`src/axi_mem_pkg.sv`:
```
// ------------------------------------------------------------
// Shared widths, vector types and FSM state encodings for
// the AXI4 to single-port SRAM bridge
// ------------------------------------------------------------
`default_nettype none

package axi_mem_pkg;

    // ------------------------------------------------------------
    // Bus widths
    // ------------------------------------------------------------
    localparam int ADDR_W     = 32;
    localparam int DATA_W     = 32;
    localparam int STRB_W     = DATA_W / 8;
    localparam int ID_W       = 4;
    localparam int LEN_W      = 8;

    // SRAM word address, 8K words
    localparam int MEM_ADDR_W = 13;

    // Byte offset bits dropped from an AXI address
    localparam int WORD_LSB   = 2;

    // ------------------------------------------------------------
    // Vector types
    // ------------------------------------------------------------
    typedef logic [ADDR_W-1:0]     axi_addr_t;
    typedef logic [DATA_W-1:0]     axi_data_t;
    typedef logic [STRB_W-1:0]     axi_strb_t;
    typedef logic [ID_W-1:0]       axi_id_t;
    typedef logic [LEN_W-1:0]      axi_len_t;
    typedef logic [MEM_ADDR_W-1:0] mem_addr_t;

    // ------------------------------------------------------------
    // Engine FSM states
    // ------------------------------------------------------------
    typedef enum logic [1:0] {
        WR_IDLE,
        WR_BURST,
        WR_RESP
    } wr_state_t;

    typedef enum logic [1:0] {
        RD_IDLE,
        RD_ISSUE,
        RD_CAPTURE,
        RD_RESP
    } rd_state_t;

endpackage

`default_nettype wire

```
`src/mem_req_if.sv`:
```
// ------------------------------------------------------------
// Memory request from one engine and its arbiter grant
// ------------------------------------------------------------
`timescale 1ns/1ns
`default_nettype none

interface mem_req_if
    import axi_mem_pkg::*;
();

    // Level request, held until granted or withdrawn
    logic      req;
    logic      we;
    mem_addr_t addr;
    axi_data_t wdata;
    axi_strb_t be;

    // Combinational answer in the same cycle
    logic      gnt;

    modport engine (
        output req, we, addr, wdata, be,
        input  gnt
    );

    modport arbiter (
        input  req, we, addr, wdata, be,
        output gnt
    );

endinterface

`default_nettype wire

```
`src/axi_write_engine.sv`:
```
// ------------------------------------------------------------
// Write engine: AW, W and B channels, with one memory write
// request per accepted W beat
// ------------------------------------------------------------
`timescale 1ns/1ns
`default_nettype none

module axi_write_engine
    import axi_mem_pkg::*;
(
    input  logic      ACLK,
    input  logic      ARESETn,

    // Write address channel
    input  axi_id_t   aw_id_i,
    input  axi_addr_t aw_addr_i,
    input  axi_len_t  aw_len_i,
    input  logic      aw_valid_i,
    output logic      aw_ready_o,

    // Write data channel
    input  axi_data_t w_data_i,
    input  axi_strb_t w_strb_i,
    input  logic      w_valid_i,
    output logic      w_ready_o,

    // Write response channel
    output axi_id_t   b_id_o,
    output logic      b_valid_o,
    input  logic      b_ready_i,

    mem_req_if.engine mem
);

    wr_state_t state_q;
    axi_len_t  beats_left_q;
    axi_id_t   id_q;
    mem_addr_t addr_q;

    logic      aw_hs;
    logic      w_beat;
    logic      b_hs;

    assign aw_hs  = aw_valid_i & aw_ready_o;
    assign w_beat = mem.req & mem.gnt;
    assign b_hs   = b_valid_o & b_ready_i;

    // ------------------------------------------------------------
    // Channel handshakes
    // ------------------------------------------------------------
    assign aw_ready_o = (state_q == WR_IDLE);
    // A beat is taken only in the cycle the SRAM write happens
    assign w_ready_o  = mem.gnt;
    assign b_valid_o  = (state_q == WR_RESP);
    assign b_id_o     = id_q;

    // Memory request follows WVALID during the burst
    assign mem.req   = (state_q == WR_BURST) & w_valid_i;
    assign mem.we    = 1'b1;
    assign mem.addr  = addr_q;
    assign mem.wdata = w_data_i;
    assign mem.be    = w_strb_i;

    // ------------------------------------------------------------
    // Burst FSM
    // ------------------------------------------------------------
    always_ff @(posedge ACLK or negedge ARESETn)
    begin
        if (!ARESETn)
        begin
            state_q      <= WR_IDLE;
            beats_left_q <= '0;
        end
        else
        begin
            case (state_q)
                WR_IDLE:
                begin
                    if (aw_hs)
                    begin
                        state_q      <= WR_BURST;
                        beats_left_q <= aw_len_i;
                    end
                end
                WR_BURST:
                begin
                    // Burst length comes from AWLEN, not from WLAST
                    if (w_beat)
                    begin
                        if (beats_left_q == '0)
                            state_q <= WR_RESP;
                        else
                            beats_left_q <= beats_left_q - axi_len_t'(1);
                    end
                end
                WR_RESP:
                begin
                    if (b_hs)
                        state_q <= WR_IDLE;
                end
                default:
                    state_q <= WR_IDLE;
            endcase
        end
    end

    // Transaction ID and running word address
    always_ff @(posedge ACLK)
    begin
        if (aw_hs)
        begin
            id_q   <= aw_id_i;
            addr_q <= aw_addr_i[WORD_LSB +: MEM_ADDR_W];
        end
        else if (w_beat)
        begin
            addr_q <= addr_q + mem_addr_t'(1);
        end
    end

endmodule

`default_nettype wire

```
`src/axi_read_engine.sv`:
```
// ------------------------------------------------------------
// Read engine: AR and R channels, one SRAM read per beat and
// capture of the returned word into the R output register
// ------------------------------------------------------------
`timescale 1ns/1ns
`default_nettype none

module axi_read_engine
    import axi_mem_pkg::*;
(
    input  logic      ACLK,
    input  logic      ARESETn,

    // Read address channel
    input  axi_id_t   ar_id_i,
    input  axi_addr_t ar_addr_i,
    input  axi_len_t  ar_len_i,
    input  logic      ar_valid_i,
    output logic      ar_ready_o,

    // Read data channel
    output axi_id_t   r_id_o,
    output axi_data_t r_data_o,
    output logic      r_last_o,
    output logic      r_valid_o,
    input  logic      r_ready_i,

    // SRAM read data, one cycle after the access
    input  axi_data_t q_i,

    mem_req_if.engine mem
);

    rd_state_t state_q;
    axi_len_t  beats_left_q;
    axi_id_t   id_q;
    mem_addr_t addr_q;

    logic      ar_hs;
    logic      rd_issued;
    logic      r_hs;

    assign ar_hs     = ar_valid_i & ar_ready_o;
    assign rd_issued = mem.req & mem.gnt;
    assign r_hs      = r_valid_o & r_ready_i;

    // ------------------------------------------------------------
    // Channel outputs
    // ------------------------------------------------------------
    assign ar_ready_o = (state_q == RD_IDLE);
    assign r_valid_o  = (state_q == RD_RESP);
    assign r_id_o     = id_q;
    // Counter only moves on the R handshake, so LAST holds under stall
    assign r_last_o   = (beats_left_q == '0);

    // Full-word read request while issuing
    assign mem.req   = (state_q == RD_ISSUE);
    assign mem.we    = 1'b0;
    assign mem.addr  = addr_q;
    assign mem.wdata = '0;
    assign mem.be    = '1;

    // ------------------------------------------------------------
    // Beat FSM, one read in flight at a time
    // ------------------------------------------------------------
    always_ff @(posedge ACLK or negedge ARESETn)
    begin
        if (!ARESETn)
        begin
            state_q      <= RD_IDLE;
            beats_left_q <= '0;
        end
        else
        begin
            case (state_q)
                RD_IDLE:
                begin
                    if (ar_hs)
                    begin
                        state_q      <= RD_ISSUE;
                        beats_left_q <= ar_len_i;
                    end
                end
                RD_ISSUE:
                begin
                    if (rd_issued)
                        state_q <= RD_CAPTURE;
                end
                // SRAM output is valid during this cycle
                RD_CAPTURE:
                    state_q <= RD_RESP;
                RD_RESP:
                begin
                    if (r_hs)
                    begin
                        if (beats_left_q == '0)
                        begin
                            state_q <= RD_IDLE;
                        end
                        else
                        begin
                            state_q      <= RD_ISSUE;
                            beats_left_q <= beats_left_q - axi_len_t'(1);
                        end
                    end
                end
                default:
                    state_q <= RD_IDLE;
            endcase
        end
    end

    // ID, word address and R data register
    always_ff @(posedge ACLK)
    begin
        if (ar_hs)
        begin
            id_q   <= ar_id_i;
            addr_q <= ar_addr_i[WORD_LSB +: MEM_ADDR_W];
        end
        else if (rd_issued)
        begin
            addr_q <= addr_q + mem_addr_t'(1);
        end

        if (state_q == RD_CAPTURE)
            r_data_o <= q_i;
    end

endmodule

`default_nettype wire

```
`src/mem_port_arbiter.sv`:
```
// ------------------------------------------------------------
// Round-robin arbiter between write and read engines, and the
// multiplexer onto the single SRAM port
// ------------------------------------------------------------
`timescale 1ns/1ns
`default_nettype none

module mem_port_arbiter
    import axi_mem_pkg::*;
(
    input  logic       ACLK,
    input  logic       ARESETn,

    mem_req_if.arbiter wr,
    mem_req_if.arbiter rd,

    // SRAM port, CEN and WEN active low
    output logic       cen_o,
    output logic       wen_o,
    output mem_addr_t  a_o,
    output axi_data_t  d_o,
    output axi_strb_t  be_o
);

    // Low favours the write engine
    logic prefer_rd_q;
    logic gnt_wr;
    logic gnt_rd;

    always_comb
    begin
        gnt_wr = wr.req;
        gnt_rd = rd.req;
        // Contention is settled by the preference flag
        if (wr.req && rd.req)
        begin
            gnt_wr = !prefer_rd_q;
            gnt_rd = prefer_rd_q;
        end
    end

    assign wr.gnt = gnt_wr;
    assign rd.gnt = gnt_rd;

    // Port mux, SRAM idle when nobody is granted
    always_comb
    begin
        cen_o = 1'b1;
        wen_o = 1'b1;
        a_o   = wr.addr;
        d_o   = wr.wdata;
        be_o  = wr.be;
        if (gnt_rd)
        begin
            cen_o = 1'b0;
            wen_o = !rd.we;
            a_o   = rd.addr;
            d_o   = rd.wdata;
            be_o  = rd.be;
        end
        else if (gnt_wr)
        begin
            cen_o = 1'b0;
            wen_o = !wr.we;
        end
    end

    // Swap preference after each access
    always_ff @(posedge ACLK or negedge ARESETn)
    begin
        if (!ARESETn)
            prefer_rd_q <= 1'b0;
        else if (!cen_o)
            prefer_rd_q <= !prefer_rd_q;
    end

endmodule

`default_nettype wire

```
`src/axi_mem_bridge.sv`:
```
// ------------------------------------------------------------
// AXI4 slave to single-port SRAM bridge, top level
// ------------------------------------------------------------
`timescale 1ns/1ns
`default_nettype none

module axi_mem_bridge
    import axi_mem_pkg::*;
(
    input  logic      ACLK,
    input  logic      ARESETn,

    // ------------------------------------------------------------
    // AXI4 slave port
    // ------------------------------------------------------------
    input  axi_id_t   aw_id_i,
    input  axi_addr_t aw_addr_i,
    input  axi_len_t  aw_len_i,
    input  logic      aw_valid_i,
    output logic      aw_ready_o,

    input  axi_data_t w_data_i,
    input  axi_strb_t w_strb_i,
    input  logic      w_last_i,
    input  logic      w_valid_i,
    output logic      w_ready_o,

    output axi_id_t   b_id_o,
    output logic      b_valid_o,
    input  logic      b_ready_i,

    input  axi_id_t   ar_id_i,
    input  axi_addr_t ar_addr_i,
    input  axi_len_t  ar_len_i,
    input  logic      ar_valid_i,
    output logic      ar_ready_o,

    output axi_id_t   r_id_o,
    output axi_data_t r_data_o,
    output logic      r_last_o,
    output logic      r_valid_o,
    input  logic      r_ready_i,

    // ------------------------------------------------------------
    // SRAM port
    // ------------------------------------------------------------
    output logic      cen_o,
    output logic      wen_o,
    output mem_addr_t a_o,
    output axi_data_t d_o,
    output axi_strb_t be_o,
    input  axi_data_t q_i
);

    // One request channel per engine
    mem_req_if wr_req ();
    mem_req_if rd_req ();

    axi_write_engine u_write_engine (
        .ACLK       (ACLK),
        .ARESETn    (ARESETn),
        .aw_id_i    (aw_id_i),
        .aw_addr_i  (aw_addr_i),
        .aw_len_i   (aw_len_i),
        .aw_valid_i (aw_valid_i),
        .aw_ready_o (aw_ready_o),
        .w_data_i   (w_data_i),
        .w_strb_i   (w_strb_i),
        .w_valid_i  (w_valid_i),
        .w_ready_o  (w_ready_o),
        .b_id_o     (b_id_o),
        .b_valid_o  (b_valid_o),
        .b_ready_i  (b_ready_i),
        .mem        (wr_req)
    );

    axi_read_engine u_read_engine (
        .ACLK       (ACLK),
        .ARESETn    (ARESETn),
        .ar_id_i    (ar_id_i),
        .ar_addr_i  (ar_addr_i),
        .ar_len_i   (ar_len_i),
        .ar_valid_i (ar_valid_i),
        .ar_ready_o (ar_ready_o),
        .r_id_o     (r_id_o),
        .r_data_o   (r_data_o),
        .r_last_o   (r_last_o),
        .r_valid_o  (r_valid_o),
        .r_ready_i  (r_ready_i),
        .q_i        (q_i),
        .mem        (rd_req)
    );

    // WLAST is not needed by the engine, burst length comes from AWLEN
    mem_port_arbiter u_arbiter (
        .ACLK    (ACLK),
        .ARESETn (ARESETn),
        .wr      (wr_req),
        .rd      (rd_req),
        .cen_o   (cen_o),
        .wen_o   (wen_o),
        .a_o     (a_o),
        .d_o     (d_o),
        .be_o    (be_o)
    );

endmodule

`default_nettype wire

```
`config.mk`:
```
export PLATFORM = sky130hd
export DESIGN_NAME = axi_mem_bridge
export DESIGN_NICKNAME = d
export VERILOG_FILES = /design/src/axi_mem_pkg.sv /design/src/mem_req_if.sv /design/src/axi_write_engine.sv /design/src/axi_read_engine.sv /design/src/mem_port_arbiter.sv /design/src/axi_mem_bridge.sv
export SDC_FILE = /design/constraint.sdc
export NUM_CORES = 1
export LEC_CHECK = 0
export BUFFER_PORTS_ARGS = -buffer_cell sky130_fd_sc_hd__buf_2
export CAP_MARGIN = 20
export CORE_UTILIZATION = 40
export CTS_CLUSTER_DIAMETER = 150
export DETAILED_ROUTE_END_ITERATION = 8
export PLACE_DENSITY = 0.74
export REMOVE_ABC_BUFFERS = 1
export SKIP_CTS_REPAIR_TIMING = 1
export SYNTH_ARGS = -nofsm -noshare
export SYNTH_HDL_FRONTEND = slang
export SYNTH_SLANG_ARGS = --single-unit
```
`constraint.sdc`:
```
create_clock -name ACLK -period 2.4 [get_ports ACLK]
set_input_delay 0.12 -clock ACLK [delete_from_list [all_inputs] [get_ports ACLK]]
set_output_delay 0.12 -clock ACLK [all_outputs]
set_load 0.02 [all_outputs]
```
==> flow_summary.toml <==
[cts]
cts-buffers-inserted = 9
path_clk_slew_ns = 0.08
clock_path_buffers = 2
insertion_delay_ns = 0.35
h-tree-depth = 3
cts_tree = "done"
ctsRootBufferMaster = "clkbuf_8"
clkSinkCount = 87

[route]
drt-initial-drc-count = 151
post_drt_via_cell_ratio = 4.951
drc = 0
wl_mm = 12.11
drt_pass1_iterations = 4
post_drt_wl_per_cell_um = 14.78
ant_nets = 0
num_vias = 4055

[grt]
antenna_found_initial = 1
overflow = 0
first_global_vias = 3647
grt_pass1_wl_mm = 17.67
gr-usage-all-layers = 0.1938
grt_max_degree = 53

[critical_path]
cpLargestDelayFamily = "simple AND/OR/NAND/NOR gates"
startpoint_type = "register"
worstPathCellList = "nor4bb_2 -> nand2b_1 -> buf_12 -> mux2_1 -> buf_2"
critPathRequiredTime_ns = 2.28
critPathBufInv = 2
crit_fanout = 52
cp_data_arrival_time_ns = 2.12
critical_path_class = "register to output pin"
cpMaxStageDelayCell = "dfrtp_1"
crit_path_end_kind = "output pin"
max_stage_delay_ns = 0.47

[synth]
yosysSeqAreaShare = 0.5592
synth_top_cell_area_share = 0.4420
async_reset_ff_frac = 0.2414
syn_area_mm2 = 0.004484
synth_area_leaders = "edfxtp_1, dfrtp_1, and2_1"
ys_ff_latch = 87
netlist_instances = 409
synthDistinctLibCells = 46
synth.avg_cell_area_um2 = 10.96
yosysWarningCount = 0
synth_area_leader_cell = "edfxtp_1"
synth_edf_count = 66
synthFlopType = "edfxtp_1"

[layout]
syn2layout_area_growth_pct = 42.05
drive_above_1_share = 0.3732
nNetsFinal = 847
final_core_util = 0.5850
finish.instance_area_mm2 = 0.006370
num-fill-cells = 962
instances_no_fill = 819

[power]
power_leakage_nw = 2.761
cellPowerDensity_mw_per_mm2 = 1243
max-vdd-ir-drop_mv = 0.8405
p_total_mw = 7.916

[outcome]
status = "completed"

[die]
start_util = 0.4119
row_count = 38
boundaryPins = 261
die_area_mm2 = 0.01164
die_h_um = 107.9
floorplan.core_area_mm2 = 0.01089
die_w_um = 107.9

[place]
dp.final_hpwl_mm = 8.603
detailed_place.area_mm2 = 0.005756
place_inst = 761
portBuffers = 221
pre_cts_ws_ns = 0.3271
gp_congestion = 0.8142

[sta]
hold_slack_ns = 0.03397
min_period_ns = 2.242
min_period_over_period = 0.9342
maxSlewViolCount = 0
rsz0062_at_grt = "no"
fin_skew_ns = 0.01436
fmax_mhz = 446.0
setup_ws_ns = 0.1579
relSlewSlack = 0.5431
tightest_slew_ns = 0.6853
fin_tns_setup_ns = 0
final_hold_viol_count = 0
finalSetupViolations = 0

[run]
max-cap-violations = 0

[worst_hold_path]
hold_path.class = "input pin to register"
[routing by layer]
layer	share of wire	routed length, µm	vias to the layer above	GRT usage
li1	-	-	1998	-
met1	0.43	5193	1909	0.2552
met2	0.51	6131	128	0.3246
met3	0.048	579	20	0.03329
met4	0.017	201	0	0.05969
met5	0	0	-	0
[cell usage in the layout, fill, tap and decap left out, types with 2 or more instances in the layout]
master	count
o221a_1	6
o21ai_0	2
edfxtp_1	66
xor2_1	5
nor2_1	34
mux2_1	12
clkbuf_8	9
nand2_1	27
nand3_1	8
nor3b_1	3
nor2b_1	5
nand4_1	7
ha_1	10
clkinv_4	2
dfrtp_1	20
nand2b_1	7
or3_1	5
buf_4	8
a32oi_1	2
o2111ai_1	2
a21oi_1	25
and3_1	5
xnor2_1	18
o21ai_1	29
buf_2	221
nor3_1	12
inv_1	15
nor4_1	4
and2_1	38
dlygate4sd3_1	41
a31oi_1	8
[cell usage after synthesis (2+ instances only)]
library cell and count:
edfxtp_1 66, and2_1 38, nor2_1 34, o21ai_1 29, nand2_1 27, a21oi_1 25
dfrtp_1 21, xnor2_1 18, inv_1 15, mux2_1 12, nor3_1 12, ha_1 10
a31oi_1 8, clkbuf_1 8, nand3_1 8, nand2b_1 7, nand4_1 7, buf_2 6
o221a_1 6, and3_1 5, nor2b_1 5, or3_1 5, xor2_1 5, nor4_1 4
nor3b_1 3, a32oi_1 2, buf_4 2, o2111ai_1 2, o21ai_0 2
[state kept, by name, summed over array words and instances (netlist names)]
name and count:
u_arbiter.prefer_rd_q 1, u_read_engine.beats_left_q 8, u_read_engine.mem.addr 13, u_read_engine.r_data_o 32, u_read_engine.r_id_o 4, u_read_engine.state_q 2
u_write_engine.b_id_o 4, u_write_engine.beats_left_q 8, u_write_engine.mem.addr 13, u_write_engine.state_q 2
[power by group]
group	total, mW	switching (mW)	leakage, nW	internal (mW)
Sequential	2.93	0.517	0.864	2.42
Combinational	3.99	2.43	1.80	1.56
Clock	0.995	0.546	0.0966	0.449
[cells by family after synthesis]
kind of cell | Yosys count | synth area share
muxes | 14 | 0.03488
and+or+nand+nor | 159 | 0.1889
xor gates and xnor gates | 23 | 0.04492
buffers and inverters | 34 | 0.03348
AOI/OAI and AO/OA | 82 | 0.1108
adders and majority gates | 10 | 0.02790
DFF | 87 | 0.5592
[area by class of cell]
cell class / instances / area, µm² / share of cell area
Antenna cell: 1 / 2.502 / 0.0003929
Clock buffer: 11 / 152.6 / 0.02396
Clock inverter: 5 / 41.29 / 0.006482
Inverter: 16 / 60.06 / 0.009428
Multi-Input combinational cell: 288 / 1833 / 0.2878
Sequential cell: 87 / 2509 / 0.3938
Tap cell: 140 / 175.2 / 0.02750
Timing Repair Buffer: 271 / 1597 / 0.2506
[worst reg2reg max path, delay by kind of cell, from the launching register on]
kind	cells	cell delay, ns
AND/OR/NAND/NOR	1	0.32
adder cells (fa/ha/maj)	1	0.24
flip-flops	1	0.42
buffers and inverters	2	0.37
AO/OA/AOI/OAI	2	0.47
multiplexers	1	0.22
[final timing paths]
| check | from | to | slack, ns | cells past startpoint |
|---|---|---|---|---|
| max in group asynchronous | ARESETn | u_write_engine.state_q[0] | 1.75 | 2 |
| max reg2reg | u_read_engine.state_q[1] | u_write_engine.beats_left_q[1] | 0.30 | 7 |
| min reg2reg | u_arbiter.prefer_rd_q | u_arbiter.prefer_rd_q | 0.53 | 1 |
| max | u_write_engine.state_q[1] | a_o[1] | 0.16 | 5 |
| min in group asynchronous | ARESETn | u_read_engine.beats_left_q[7] | 0.27 | 2 |
| min | b_ready_i | u_write_engine.state_q[1] | 0.03 | 3 |
No activity file was read; power rests on OpenSTA's default activity.
